$ cat src/mips_pkg.sv
`default_nettype none

package mips_pkg;

    ////////////////////////////////////////////////////////////
    // Control field widths
    ////////////////////////////////////////////////////////////
    localparam int NB_ALU_CONTROL = 4;
    localparam int NB_CTRL_EX     = 6;
    localparam int NB_CTRL_MEM    = 3;
    localparam int NB_CTRL_WB     = 2;

    ////////////////////////////////////////////////////////////
    // ALU operation codes
    ////////////////////////////////////////////////////////////
    localparam logic [NB_ALU_CONTROL-1:0] ALU_ADD = 4'h0;
    localparam logic [NB_ALU_CONTROL-1:0] ALU_SUB = 4'h1;
    localparam logic [NB_ALU_CONTROL-1:0] ALU_AND = 4'h2;
    localparam logic [NB_ALU_CONTROL-1:0] ALU_OR  = 4'h3;
    localparam logic [NB_ALU_CONTROL-1:0] ALU_XOR = 4'h4;
    localparam logic [NB_ALU_CONTROL-1:0] ALU_NOR = 4'h5;
    localparam logic [NB_ALU_CONTROL-1:0] ALU_SLT = 4'h6;
    localparam logic [NB_ALU_CONTROL-1:0] ALU_SLL = 4'h7;
    localparam logic [NB_ALU_CONTROL-1:0] ALU_SRL = 4'h8;
    localparam logic [NB_ALU_CONTROL-1:0] ALU_LUI = 4'h9;

    // Execute field: RegDst, ALUSrc, then the ALU code
    localparam int EX_REG_DST = 5;
    localparam int EX_ALU_SRC = 4;
    localparam int EX_ALU_MSB = 3;
    localparam int EX_ALU_LSB = 0;

    // Memory field
    localparam int MEM_BRANCH = 2;
    localparam int MEM_READ   = 1;
    localparam int MEM_WRITE  = 0;

    // Writeback field
    localparam int WB_REG_WRITE  = 1;
    localparam int WB_MEM_TO_REG = 0;

    // Operand source selects from the forwarding unit
    localparam logic [1:0] FWD_REG   = 2'b00;
    localparam logic [1:0] FWD_MEMWB = 2'b01;
    localparam logic [1:0] FWD_EXMEM = 2'b10;

endpackage

`default_nettype wire

$ cat src/alu.sv
`default_nettype none

module alu
    import mips_pkg::*;
#(
    parameter int LEN = 32
)
(
    input  wire [LEN-1:0]            i_dato_a,
    input  wire [LEN-1:0]            i_dato_b,
    input  wire [NB_ALU_CONTROL-1:0] i_opcode,
    output logic [LEN-1:0]           o_result,
    output logic                     o_zero_flag
);

    // Shift amount comes from the low bits of A
    localparam int NB_SHAMT = 5;

    logic [NB_SHAMT-1:0] shamt;
    logic                less_than;

    assign shamt     = i_dato_a[NB_SHAMT-1:0];
    assign less_than = $signed(i_dato_a) < $signed(i_dato_b);

    always_comb
    begin
        case (i_opcode)
            ALU_ADD:
                o_result = i_dato_a + i_dato_b;
            ALU_SUB:
                o_result = i_dato_a - i_dato_b;
            ALU_AND:
                o_result = i_dato_a & i_dato_b;
            ALU_OR:
                o_result = i_dato_a | i_dato_b;
            ALU_XOR:
                o_result = i_dato_a ^ i_dato_b;
            ALU_NOR:
                o_result = ~(i_dato_a | i_dato_b);
            ALU_SLT:
                o_result = {{(LEN-1){1'b0}}, less_than};
            ALU_SLL:
                o_result = i_dato_b << shamt;
            ALU_SRL:
                o_result = i_dato_b >> shamt;
            // Immediate moved into the upper half
            ALU_LUI:
                o_result = {i_dato_b[LEN/2-1:0], {(LEN/2){1'b0}}};
            default:
                o_result = '0;
        endcase
    end

    assign o_zero_flag = (o_result == '0);

endmodule

`default_nettype wire

$ cat src/forwarding_unit.sv
`default_nettype none

module forwarding_unit
    import mips_pkg::*;
#(
    parameter int NB_ADDRESS_REGISTROS = 5
)
(
    input  wire [NB_ADDRESS_REGISTROS-1:0] i_rs,
    input  wire [NB_ADDRESS_REGISTROS-1:0] i_rt,
    input  wire [NB_ADDRESS_REGISTROS-1:0] i_exmem_write_reg,
    input  wire                            i_exmem_reg_write,
    input  wire [NB_ADDRESS_REGISTROS-1:0] i_memwb_write_reg,
    input  wire                            i_memwb_reg_write,
    output logic [1:0]                     o_fwd_a,
    output logic [1:0]                     o_fwd_b
);

    // Newest producer wins, register 0 is never a producer
    function automatic logic [1:0] fwd_select(input logic [NB_ADDRESS_REGISTROS-1:0] src);
        logic hit_exmem;
        logic hit_memwb;
        hit_exmem = i_exmem_reg_write && (i_exmem_write_reg != '0)
                    && (i_exmem_write_reg == src);
        hit_memwb = i_memwb_reg_write && (i_memwb_write_reg != '0)
                    && (i_memwb_write_reg == src);
        if (hit_exmem)
        begin
            fwd_select = FWD_EXMEM;
        end
        else if (hit_memwb)
        begin
            fwd_select = FWD_MEMWB;
        end
        else
        begin
            fwd_select = FWD_REG;
        end
    endfunction

    always_comb
    begin
        o_fwd_a = fwd_select(i_rs);
        o_fwd_b = fwd_select(i_rt);
    end

endmodule

`default_nettype wire

$ cat src/tl_back_end.sv
`default_nettype none

module tl_back_end
    import mips_pkg::*;
#(
    parameter int LEN                  = 32,
    parameter int NB_ADDRESS_REGISTROS = 5,
    parameter int NB_MEM_ADDR          = 6
)
(
    input  wire                             i_clk,
    input  wire                             i_rst,
    input  wire [LEN-1:0]                   i_adder_id,
    input  wire [LEN-1:0]                   i_dato1,
    input  wire [LEN-1:0]                   i_dato2,
    input  wire [LEN-1:0]                   i_sign_extend,
    input  wire [NB_ADDRESS_REGISTROS-1:0]  i_rs,
    input  wire [NB_ADDRESS_REGISTROS-1:0]  i_rt,
    input  wire [NB_ADDRESS_REGISTROS-1:0]  i_rd,
    input  wire [NB_CTRL_EX-1:0]            i_ctrl_ex,
    input  wire [NB_CTRL_MEM-1:0]           i_ctrl_mem,
    input  wire [NB_CTRL_WB-1:0]            i_ctrl_wb,
    output logic [LEN-1:0]                  o_wb_data,
    output logic [NB_ADDRESS_REGISTROS-1:0] o_wb_reg,
    output logic                            o_wb_en,
    output logic                            o_pc_src,
    output logic [LEN-1:0]                  o_branch_target
);

    // EX/MEM stage register contents
    logic [LEN-1:0]                  exmem_alu_result;
    logic [LEN-1:0]                  exmem_dato2;
    logic [LEN-1:0]                  exmem_add_execute;
    logic                            exmem_alu_zero;
    logic [NB_ADDRESS_REGISTROS-1:0] exmem_write_reg;
    logic [NB_CTRL_MEM-1:0]          exmem_ctrl_mem;
    logic [NB_CTRL_WB-1:0]           exmem_ctrl_wb;

    tl_execute #(
        .LEN                  (LEN),
        .NB_ADDRESS_REGISTROS (NB_ADDRESS_REGISTROS)
    ) u_tl_execute (
        .i_clk               (i_clk),
        .i_rst               (i_rst),
        .i_adder_id          (i_adder_id),
        .i_dato1             (i_dato1),
        .i_dato2             (i_dato2),
        .i_sign_extend       (i_sign_extend),
        .i_rs                (i_rs),
        .i_rt                (i_rt),
        .i_rd                (i_rd),
        .i_ctrl_ex           (i_ctrl_ex),
        .i_ctrl_mem          (i_ctrl_mem),
        .i_ctrl_wb           (i_ctrl_wb),
        // MEM/WB values fed back for forwarding
        .i_wb_data           (o_wb_data),
        .i_wb_reg            (o_wb_reg),
        .i_wb_en             (o_wb_en),
        .o_exmem_alu_result  (exmem_alu_result),
        .o_exmem_dato2       (exmem_dato2),
        .o_exmem_add_execute (exmem_add_execute),
        .o_exmem_alu_zero    (exmem_alu_zero),
        .o_exmem_write_reg   (exmem_write_reg),
        .o_exmem_ctrl_mem    (exmem_ctrl_mem),
        .o_exmem_ctrl_wb     (exmem_ctrl_wb)
    );

    tl_memory #(
        .LEN                  (LEN),
        .NB_ADDRESS_REGISTROS (NB_ADDRESS_REGISTROS),
        .NB_MEM_ADDR          (NB_MEM_ADDR)
    ) u_tl_memory (
        .i_clk               (i_clk),
        .i_rst               (i_rst),
        .i_exmem_alu_result  (exmem_alu_result),
        .i_exmem_dato2       (exmem_dato2),
        .i_exmem_add_execute (exmem_add_execute),
        .i_exmem_alu_zero    (exmem_alu_zero),
        .i_exmem_write_reg   (exmem_write_reg),
        .i_exmem_ctrl_mem    (exmem_ctrl_mem),
        .i_exmem_ctrl_wb     (exmem_ctrl_wb),
        .o_wb_data           (o_wb_data),
        .o_wb_reg            (o_wb_reg),
        .o_wb_en             (o_wb_en),
        .o_pc_src            (o_pc_src),
        .o_branch_target     (o_branch_target)
    );

endmodule

`default_nettype wire

$ cat src/tl_execute.sv
`default_nettype none

module tl_execute
    import mips_pkg::*;
#(
    parameter int LEN                  = 32,
    parameter int NB_ADDRESS_REGISTROS = 5
)
(
    input  wire                             i_clk,
    input  wire                             i_rst,
    input  wire [LEN-1:0]                   i_adder_id,
    input  wire [LEN-1:0]                   i_dato1,
    input  wire [LEN-1:0]                   i_dato2,
    input  wire [LEN-1:0]                   i_sign_extend,
    input  wire [NB_ADDRESS_REGISTROS-1:0]  i_rs,
    input  wire [NB_ADDRESS_REGISTROS-1:0]  i_rt,
    input  wire [NB_ADDRESS_REGISTROS-1:0]  i_rd,
    input  wire [NB_CTRL_EX-1:0]            i_ctrl_ex,
    input  wire [NB_CTRL_MEM-1:0]           i_ctrl_mem,
    input  wire [NB_CTRL_WB-1:0]            i_ctrl_wb,
    input  wire [LEN-1:0]                   i_wb_data,
    input  wire [NB_ADDRESS_REGISTROS-1:0]  i_wb_reg,
    input  wire                             i_wb_en,
    output logic [LEN-1:0]                  o_exmem_alu_result,
    output logic [LEN-1:0]                  o_exmem_dato2,
    output logic [LEN-1:0]                  o_exmem_add_execute,
    output logic                            o_exmem_alu_zero,
    output logic [NB_ADDRESS_REGISTROS-1:0] o_exmem_write_reg,
    output logic [NB_CTRL_MEM-1:0]          o_exmem_ctrl_mem,
    output logic [NB_CTRL_WB-1:0]           o_exmem_ctrl_wb
);

    logic [1:0]                      fwd_a;
    logic [1:0]                      fwd_b;
    logic [LEN-1:0]                  opnd_a;
    logic [LEN-1:0]                  opnd_b_fwd;
    logic [LEN-1:0]                  opnd_b;
    logic [NB_ADDRESS_REGISTROS-1:0] write_reg;
    logic [LEN-1:0]                  add_execute;
    logic [LEN-1:0]                  alu_result;
    logic                            alu_zero;

    function automatic logic [LEN-1:0] fwd_mux(input logic [1:0] sel,
                                               input logic [LEN-1:0] reg_val);
        case (sel)
            FWD_EXMEM: fwd_mux = o_exmem_alu_result;
            FWD_MEMWB: fwd_mux = i_wb_data;
            default:   fwd_mux = reg_val;
        endcase
    endfunction

    ////////////////////////////////////////////////////////////
    // Operand forwarding
    ////////////////////////////////////////////////////////////
    forwarding_unit #(
        .NB_ADDRESS_REGISTROS(NB_ADDRESS_REGISTROS)
    ) u_forwarding_unit (
        .i_rs              (i_rs),
        .i_rt              (i_rt),
        .i_exmem_write_reg (o_exmem_write_reg),
        .i_exmem_reg_write (o_exmem_ctrl_wb[WB_REG_WRITE]),
        .i_memwb_write_reg (i_wb_reg),
        .i_memwb_reg_write (i_wb_en),
        .o_fwd_a           (fwd_a),
        .o_fwd_b           (fwd_b)
    );

    always_comb
    begin
        opnd_a     = fwd_mux(fwd_a, i_dato1);
        opnd_b_fwd = fwd_mux(fwd_b, i_dato2);
    end

    // ALUSrc and RegDst
    assign opnd_b    = i_ctrl_ex[EX_ALU_SRC] ? i_sign_extend : opnd_b_fwd;
    assign write_reg = i_ctrl_ex[EX_REG_DST] ? i_rd : i_rt;

    // Branch offset counted in words
    assign add_execute = i_adder_id + (i_sign_extend << 2);

    alu #(
        .LEN(LEN)
    ) u_alu (
        .i_dato_a    (opnd_a),
        .i_dato_b    (opnd_b),
        .i_opcode    (i_ctrl_ex[EX_ALU_MSB:EX_ALU_LSB]),
        .o_result    (alu_result),
        .o_zero_flag (alu_zero)
    );

    ////////////////////////////////////////////////////////////
    // EX/MEM register, falling edge
    ////////////////////////////////////////////////////////////
    always_ff @(negedge i_clk)
    begin
        if (!i_rst)
        begin
            o_exmem_alu_result  <= '0;
            o_exmem_dato2       <= '0;
            o_exmem_add_execute <= '0;
            o_exmem_alu_zero    <= 1'b0;
            o_exmem_write_reg   <= '0;
            o_exmem_ctrl_mem    <= '0;
            o_exmem_ctrl_wb     <= '0;
        end
        else
        begin
            o_exmem_alu_result  <= alu_result;
            // Store data takes the forwarded B
            o_exmem_dato2       <= opnd_b_fwd;
            o_exmem_add_execute <= add_execute;
            o_exmem_alu_zero    <= alu_zero;
            o_exmem_write_reg   <= write_reg;
            o_exmem_ctrl_mem    <= i_ctrl_mem;
            o_exmem_ctrl_wb     <= i_ctrl_wb;
        end
    end

endmodule

`default_nettype wire

$ cat src/tl_memory.sv
`default_nettype none

module tl_memory
    import mips_pkg::*;
#(
    parameter int LEN                  = 32,
    parameter int NB_ADDRESS_REGISTROS = 5,
    parameter int NB_MEM_ADDR          = 6
)
(
    input  wire                             i_clk,
    input  wire                             i_rst,
    input  wire [LEN-1:0]                   i_exmem_alu_result,
    input  wire [LEN-1:0]                   i_exmem_dato2,
    input  wire [LEN-1:0]                   i_exmem_add_execute,
    input  wire                             i_exmem_alu_zero,
    input  wire [NB_ADDRESS_REGISTROS-1:0]  i_exmem_write_reg,
    input  wire [NB_CTRL_MEM-1:0]           i_exmem_ctrl_mem,
    input  wire [NB_CTRL_WB-1:0]            i_exmem_ctrl_wb,
    output logic [LEN-1:0]                  o_wb_data,
    output logic [NB_ADDRESS_REGISTROS-1:0] o_wb_reg,
    output logic                            o_wb_en,
    output logic                            o_pc_src,
    output logic [LEN-1:0]                  o_branch_target
);

    localparam int MEM_DEPTH = 2 ** NB_MEM_ADDR;

    logic [LEN-1:0]         data_mem [MEM_DEPTH];
    logic [NB_MEM_ADDR-1:0] mem_addr;
    logic [LEN-1:0]         read_data;
    logic [LEN-1:0]         memwb_read_data;
    logic [LEN-1:0]         memwb_alu_result;
    logic [NB_CTRL_WB-1:0]  memwb_ctrl_wb;

    // Word address, byte offset dropped
    assign mem_addr  = i_exmem_alu_result[NB_MEM_ADDR+1:2];
    assign read_data = i_exmem_ctrl_mem[MEM_READ] ? data_mem[mem_addr] : '0;

    // Branch resolves here, one cycle after execute
    assign o_pc_src        = i_exmem_ctrl_mem[MEM_BRANCH] & i_exmem_alu_zero;
    assign o_branch_target = i_exmem_add_execute;

    ////////////////////////////////////////////////////////////
    // Data memory
    ////////////////////////////////////////////////////////////
    always_ff @(negedge i_clk)
    begin
        if (!i_rst)
        begin
            for (int i = 0; i < MEM_DEPTH; i++)
            begin
                data_mem[i] <= '0;
            end
        end
        else if (i_exmem_ctrl_mem[MEM_WRITE])
        begin
            data_mem[mem_addr] <= i_exmem_dato2;
        end
    end

    // MEM/WB register
    always_ff @(negedge i_clk)
    begin
        if (!i_rst)
        begin
            memwb_read_data  <= '0;
            memwb_alu_result <= '0;
            memwb_ctrl_wb    <= '0;
            o_wb_reg         <= '0;
        end
        else
        begin
            memwb_read_data  <= read_data;
            memwb_alu_result <= i_exmem_alu_result;
            memwb_ctrl_wb    <= i_exmem_ctrl_wb;
            o_wb_reg         <= i_exmem_write_reg;
        end
    end

    assign o_wb_data = memwb_ctrl_wb[WB_MEM_TO_REG] ? memwb_read_data : memwb_alu_result;
    assign o_wb_en   = memwb_ctrl_wb[WB_REG_WRITE];

endmodule

`default_nettype wire
$ cat config.mk
export PLATFORM = sky130hd
export DESIGN_NAME = tl_back_end
export DESIGN_NICKNAME = d
export VERILOG_FILES = /design/src/mips_pkg.sv /design/src/alu.sv /design/src/forwarding_unit.sv /design/src/tl_back_end.sv /design/src/tl_execute.sv /design/src/tl_memory.sv
export SDC_FILE = /design/constraint.sdc
export NUM_CORES = 2
export LEC_CHECK = 0
export ABC_AREA = 1
export BUFFER_PORTS_ARGS = -buffer_cell sky130_fd_sc_hd__buf_4
export CORE_MARGIN = 10
export CORE_UTILIZATION = 45
export CTS_CLUSTER_DIAMETER = 200
export DETAILED_ROUTE_END_ITERATION = 12
export MAX_ROUTING_LAYER = met4
export PLACE_DENSITY_LB_ADDON = 0.08
export SYNTH_ARGS = -nofsm -noshare
export SYNTH_HDL_FRONTEND = slang
export SYNTH_HIERARCHICAL = 1
export SYNTH_SLANG_ARGS = --single-unit
export TNS_END_PERCENT = 50
$ cat constraint.sdc
create_clock -name i_clk -period 9.2 [get_ports i_clk]
set_input_delay 1.38 -clock i_clk [delete_from_list [all_inputs] [get_ports i_clk]]
set_output_delay 1.38 -clock i_clk [all_outputs]
set_load 0.005 [all_outputs]
After elaboration in Yosys (flattened, before gate mapping)
Memory sizes are Yosys's and may differ from the RTL's. A register that Yosys moved wholly into a read port is not among the register bits.
Cells that the tools add are included.
W data, S select, Z words.
{"block": "word_totals", "reg_bits": 146, "in_bits": 156, "ram_bits": 2048, "out_inout_bits": 71, "word_cells": 69, "mem_count": 1}
{"block": "op_classes", "n_mux": 17, "bitwise_logic": 5, "n_lt_le_gt_ge": 1, "add_sub_neg": 3, "n_eq_ne": 17, "shift": 2, "reduce_logical": 13}
{"name": "u_tl_memory.data_mem", "depth": 64, "width": 32, "rd": 1, "rd_ports_with_merged_regs": 1, "wr": 64, "line_no": "tl_memory.sv:29", "text": "logic [LEN-1:0] data_mem [MEM_DEPTH];"}
{"op": "$pmux W32 S10", "count": 1}
{"op": "$pmux W32 S2", "count": 2}
{"op": "$mux W32", "count": 3}
{"op": "$add A32 B32 Y32", "count": 2}
{"op": "$and A32 B32 Y32", "count": 1}
{"op": "$logic_not A32 Y1", "count": 1}
{"op": "$lt A32 B32 Y1", "count": 1}
{"op": "$not A32 Y32", "count": 1}
{"op": "$or A32 B32 Y32", "count": 1}
{"op": "$reduce_or A32 Y1", "count": 1}
{"op": "$shl A32 B5 Y32", "count": 1}
{"op": "$shr A32 B5 Y32", "count": 1}
{"op": "$sub A32 B32 Y32", "count": 1}
{"op": "$xor A32 B32 Y32", "count": 1}
{"op": "$eq A5 B5 Y1", "count": 4}
{"op": "$eq A4 B3 Y1 const B", "count": 4}
{"op": "$reduce_bool A5 Y1", "count": 2}
{"op": "$eq A4 B2 Y1 const B", "count": 2}
{"op": "$eq A4 B4 Y1 const B", "count": 2}
{"op": "$mux W1", "count": 7}
{"op": "$logic_and A1 B1 Y1", "count": 6}
{"op": "$mux W6", "count": 1}
{"op": "$mux W5", "count": 1}
{"op": "$eq A2 B1 Y1 const B", "count": 2}
{"op": "other kinds (7)", "count": 9}

Longest topological paths before layout
{"block": "depth", "word_depth": 12, "depth_mapped": 39, "ltp_nobuf": 34}

Hierarchy
Netlist, hierarchy kept.
{"module": "tl_memory", "seq_area_each_um2": 62920.3, "instances": 1, "area_per_inst_um2": 96633.9, "cells_per_inst": 10860}
{"module": "alu", "seq_area_each_um2": 0.0, "instances": 1, "area_per_inst_um2": 10188.5, "cells_per_inst": 2147}
{"module": "tl_execute", "seq_area_each_um2": 2142.1, "instances": 1, "area_per_inst_um2": 6503.7, "cells_per_inst": 1024}
{"module": "forwarding_unit", "seq_area_each_um2": 0.0, "instances": 1, "area_per_inst_um2": 362.8, "cells_per_inst": 81}

==> impl_results.md <==
- Status: complete, but fails checks
- Failing checks: negative setup slack
- Post-layout nets: 17200
- Clock Latency Late Sink: 950 ps
- Syn Nets: 14400
- Reg2reg end: u_tl_memory/memwb_read_data[18]
- GRT Resource Usage Total: 36.6%
- Inserted Clock Buffers: 276
- Clock buffer depth: 4
- CTS Hold Bufs: 0
- CTS tree: done
- Top reg by flops: u_tl_memory/data_mem
- Worst rel slew slack: 23.6%
- Startpoint types: primary input
- Largest register FFs: 2048
- Critical path origin: i_rs[3]
- Std cell rows: between 150 and 200
- Synth unique cells: 48
- Hpwl dp: about 330000 um
- Post-synth ARST share: 0%
- Share of post-route cells with drive strength above 1: 13.7%
- Vias: between 100k and 150k
- Hold Crit Class: reg -> reg
- Crit path capture: u_tl_execute/o_exmem_alu_zero
- Sw Share: 33.6%
- Crit path kind: in -> reg
- Crit Path Max Fanout: 11
- Largest family of logic cells by synthesized area: simple AND/OR/NAND/NOR gates
- Synth warn: 6
- IO Port Bufs: 226
- Post-Synth XOR/XNOR Area: less than 1%
- Setup WS post-layout: -51.9 ps
- Final ANT Viol Nets: 0
- CTS sink cnt: 2226
- Worst Tran Pin Value: 1150 ps
- Top cell by count, worst path: nand2_1
- Worst endpoint data arrival time: 5480 ps
- Ports: 227
- End-of-flow core utilization: 57.3%
- P per Cell Area: between 200 and 250 nW/um^2
- Drt drc: 0
- DRT iter0 DRCs: approximately 14000
- Psw: 10.3 mW
- DIE WIDTH: 523 um
- Number of detailed-route iterations in the first pass: 7
- CP bufs+invs: 12
- Leakage: 72.8 nW
- Reg clk slew, reported paths: 40 ps
- Post-Syn Instances: 14100
- Final Hold Violating Endpoints: 0
- DIE AREA: ~270000 um^2
- Final cell count without fillers: 20500
- Clock power frac: 46.7%
- Register area share after synthesis: 57.2%
- Vias in the first global route: about 110k
- WL/cell: about 24 um
- CP endpoint kind: flip-flop
- Placed insts: 17700
- Max_cap viols: 0
- Global-route wire length before repair: between 700000 and 800000 um
- Avg Inst Size Synth: 8.06 um^2
- Initial antenna violation count: 24
- Synth Area in Compound Gates: 2.19%
- Die Y: 523 um
- Worst Path Required: 5430 ps
- Maximum vdd drop: 0.174 mV
- Simple-Gate Fraction of Synth Area: 32.8%
- Slowest-stage cell, CP: ha_4
- Worst clock skew: 86.8 ps
- Vias/cell: 5.39
- Cell depth of the worst setup path: 32
- Worst r2r src: u_tl_execute/o_exmem_alu_result[3]
- Synth Area in Adders: 1.47%
- Area delta synth->final: 26.7%
- Delay-heaviest family, CP: simple AND/OR/NAND/NOR gates
- Crit-path max cell delay: 280 ps
- Number of synthesized flops with an enable pin: just over 2000
- Clock root buffer: clkbuf_16
- Gr ovfl total: 0
- Most frequently used flop master after synthesis: edfxtp_1
- Fillers: roughly 23000
- P_int: 20.3 mW
- R2R cell count: 14
- Final setup vio count: 2
- Yosys reg bits: 2226
- Largest net degree at the start of global routing: 179
- Initial Util: 45.2%
- Mapped Area: about 110000 um^2
- Final wirelength: between 500000 and 600000 um
- R2R setup slack: 3750 ps
- Share of power burned in combinational logic: 15.2%
- RSZ-0062 raised after global routing: yes
- Slew Limit Fails: 0
- Core footprint: 251000 um^2
- GP Congestion: 1.05
- Flop pwr share: a little under two fifths
- Mux share of post-synthesis cell area: 0.326%
- H-Tree Level Count: 5
## metrics by stage
step,hold WS [ps],worst slack [ps],power (mW),instance area [um^2],setup TNS [ps]
floorplan,390,-203,15.3,114000,-203
global placement,406,-2260,17.5,124000,-46590
detailed placement,418,-2120,17.5,124000,-44960
CTS,425,-170,30.7,142000,-306
global route,446,-233,32.4,144000,-570
finish,421,-51.9,30.6,144000,-75.9
## synthesized netlist by cell type, types with 3 or more instances
cell / number / area [um^2]
nand2_2: 15 / 93.8
buf_4: 41 / 308
inv_1: 658 / 2470
o21ai_1: 6 / 30.0
o22ai_1: 20 / 125
o211ai_1: 17 / 128
nor3_1: 33 / 165
nand4_1: 39 / 244
o21ai_0: 144 / 721
nand3_2: 3 / 30.0
o21a_1: 5 / 37.5
clkbuf_2: 3 / 15.0
buf_1: 60 / 225
o21bai_1: 11 / 82.6
or2_2: 6 / 37.5
nand3_1: 589 / 2950
ha_1: 129 / 1610
mux2_2: 32 / 360
a21oi_1: 193 / 966
buf_6: 7 / 78.8
edfxtp_1: 2048 / 61500
nor2_1: 2604 / 9770
nand3b_1: 27 / 203
dfxtp_1: 178 / 3560
nor2_2: 28 / 175
nand2_1: 6221 / 23400
fa_1: 3 / 60.1
clkbuf_1: 659 / 2470
inv_2: 55 / 206
and3_1: 10 / 62.6
and2_1: 18 / 113
xnor2_1: 10 / 87.6
buf_2: 188 / 941
a221o_1: 32 / 320
## worst min-delay path by stage
stage / start / to / slack, ps / depth (start not counted)
finish: u_tl_execute/o_exmem_ctrl_wb[0] / u_tl_memory/memwb_ctrl_wb[0] / 420 / 2
global route: u_tl_execute/o_exmem_ctrl_wb[1] / u_tl_memory/memwb_ctrl_wb[1] / 450 / 2
CTS: u_tl_execute/o_exmem_ctrl_wb[0] / u_tl_memory/memwb_ctrl_wb[0] / 420 / 2
detailed placement: u_tl_execute/o_exmem_ctrl_wb[0] / u_tl_memory/memwb_ctrl_wb[0] / 420 / 2
global placement: u_tl_execute/o_exmem_ctrl_wb[0] / u_tl_memory/memwb_ctrl_wb[0] / 410 / 2
floorplan: u_tl_execute/o_exmem_ctrl_wb[0] / u_tl_memory/memwb_ctrl_wb[0] / 390 / 2
## placed cells by master (no fill, tap or decap), types with 27 or more instances in the layout
cell type,Yosys,routed
buf_4,41,1182
inv_1,658,2899
clkinvlp_2,0,68
ha_4,0,42
a21oi_2,2,41
mux2_2,32,32
nor2_1,2604,2518
nand3_2,3,59
ha_1,129,69
nand3b_1,27,27
inv_4,1,43
o21ai_0,144,69
buf_12,0,55
nor2_2,28,77
inv_2,55,67
o21ai_2,0,58
nand4_1,39,39
nand2_2,15,111
buf_6,7,40
a221o_1,32,32
clkbuf_16,0,283
edfxtp_1,2048,2048
nand3_1,589,518
nand2_1,6221,6119
nor2_4,2,39
dfxtp_1,178,174
a21oi_1,193,147
## per-layer routing
layer	vias up	wire [um]	track usage (%)
li1	50200	-	-
met1	52900	203000	48.1
met2	6562	222000	53.0
met3	941	53600	9.20
met4	0	22500	17.3
met5	-	0	-
## cells by family (layout without fill, tap and decap cells)
group | Yosys count | in the layout
AO/OA/AOI/OAI | 437 | 437
XOR/XNOR | 12 | 12
adder cells (fa/ha/maj) | 132 | 132
buffers and inverters | 1672 | 4691
flip-flops | 2226 | 2226
multiplexers | 33 | 33
other | 0 | 22
AND/OR/NAND/NOR | 9600 | 9600
## area by class of cell
cell class	count	area, um^2	area share (%)
Antenna cell	22	55.1	0.0382
Clock buffer	280	7010	4.87
Clock inverter	2413	9890	6.87
Inverter	712	2840	1.97
Multi-Input combinational cell	10200	44300	30.8
Sequential cell	2226	65100	45.2
Tap cell	3348	4190	2.91
Timing Repair Buffer	1286	10600	7.37
## power by group through the flow
stage | sequential, mW | combinational (mW) | clock, mW
2_1_floorplan | 11.7 | 2.14 | 1.43
3_3_place_gp | 11.8 | 4.29 | 1.43
3_5_place_dp | 11.8 | 4.27 | 1.43
4_1_cts | 11.7 | 4.41 | 14.6
5_1_grt | 11.7 | 4.88 | 15.8
6_report | 11.7 | 4.63 | 14.3
## worst min-delay path: stages, from the launching register on
cell and delay [ps]:
dfxtp_1 290, nand2_1 50, inv_1 50
## what timing repair did
action                     CTS  global route
setup endpoints to repair   31            30
pin swaps                   67           157
gates cloned                 1             3
gates resized for setup    334           348
buffers inserted            20            30
Note: power is estimated with default switching activity, not from simulation.
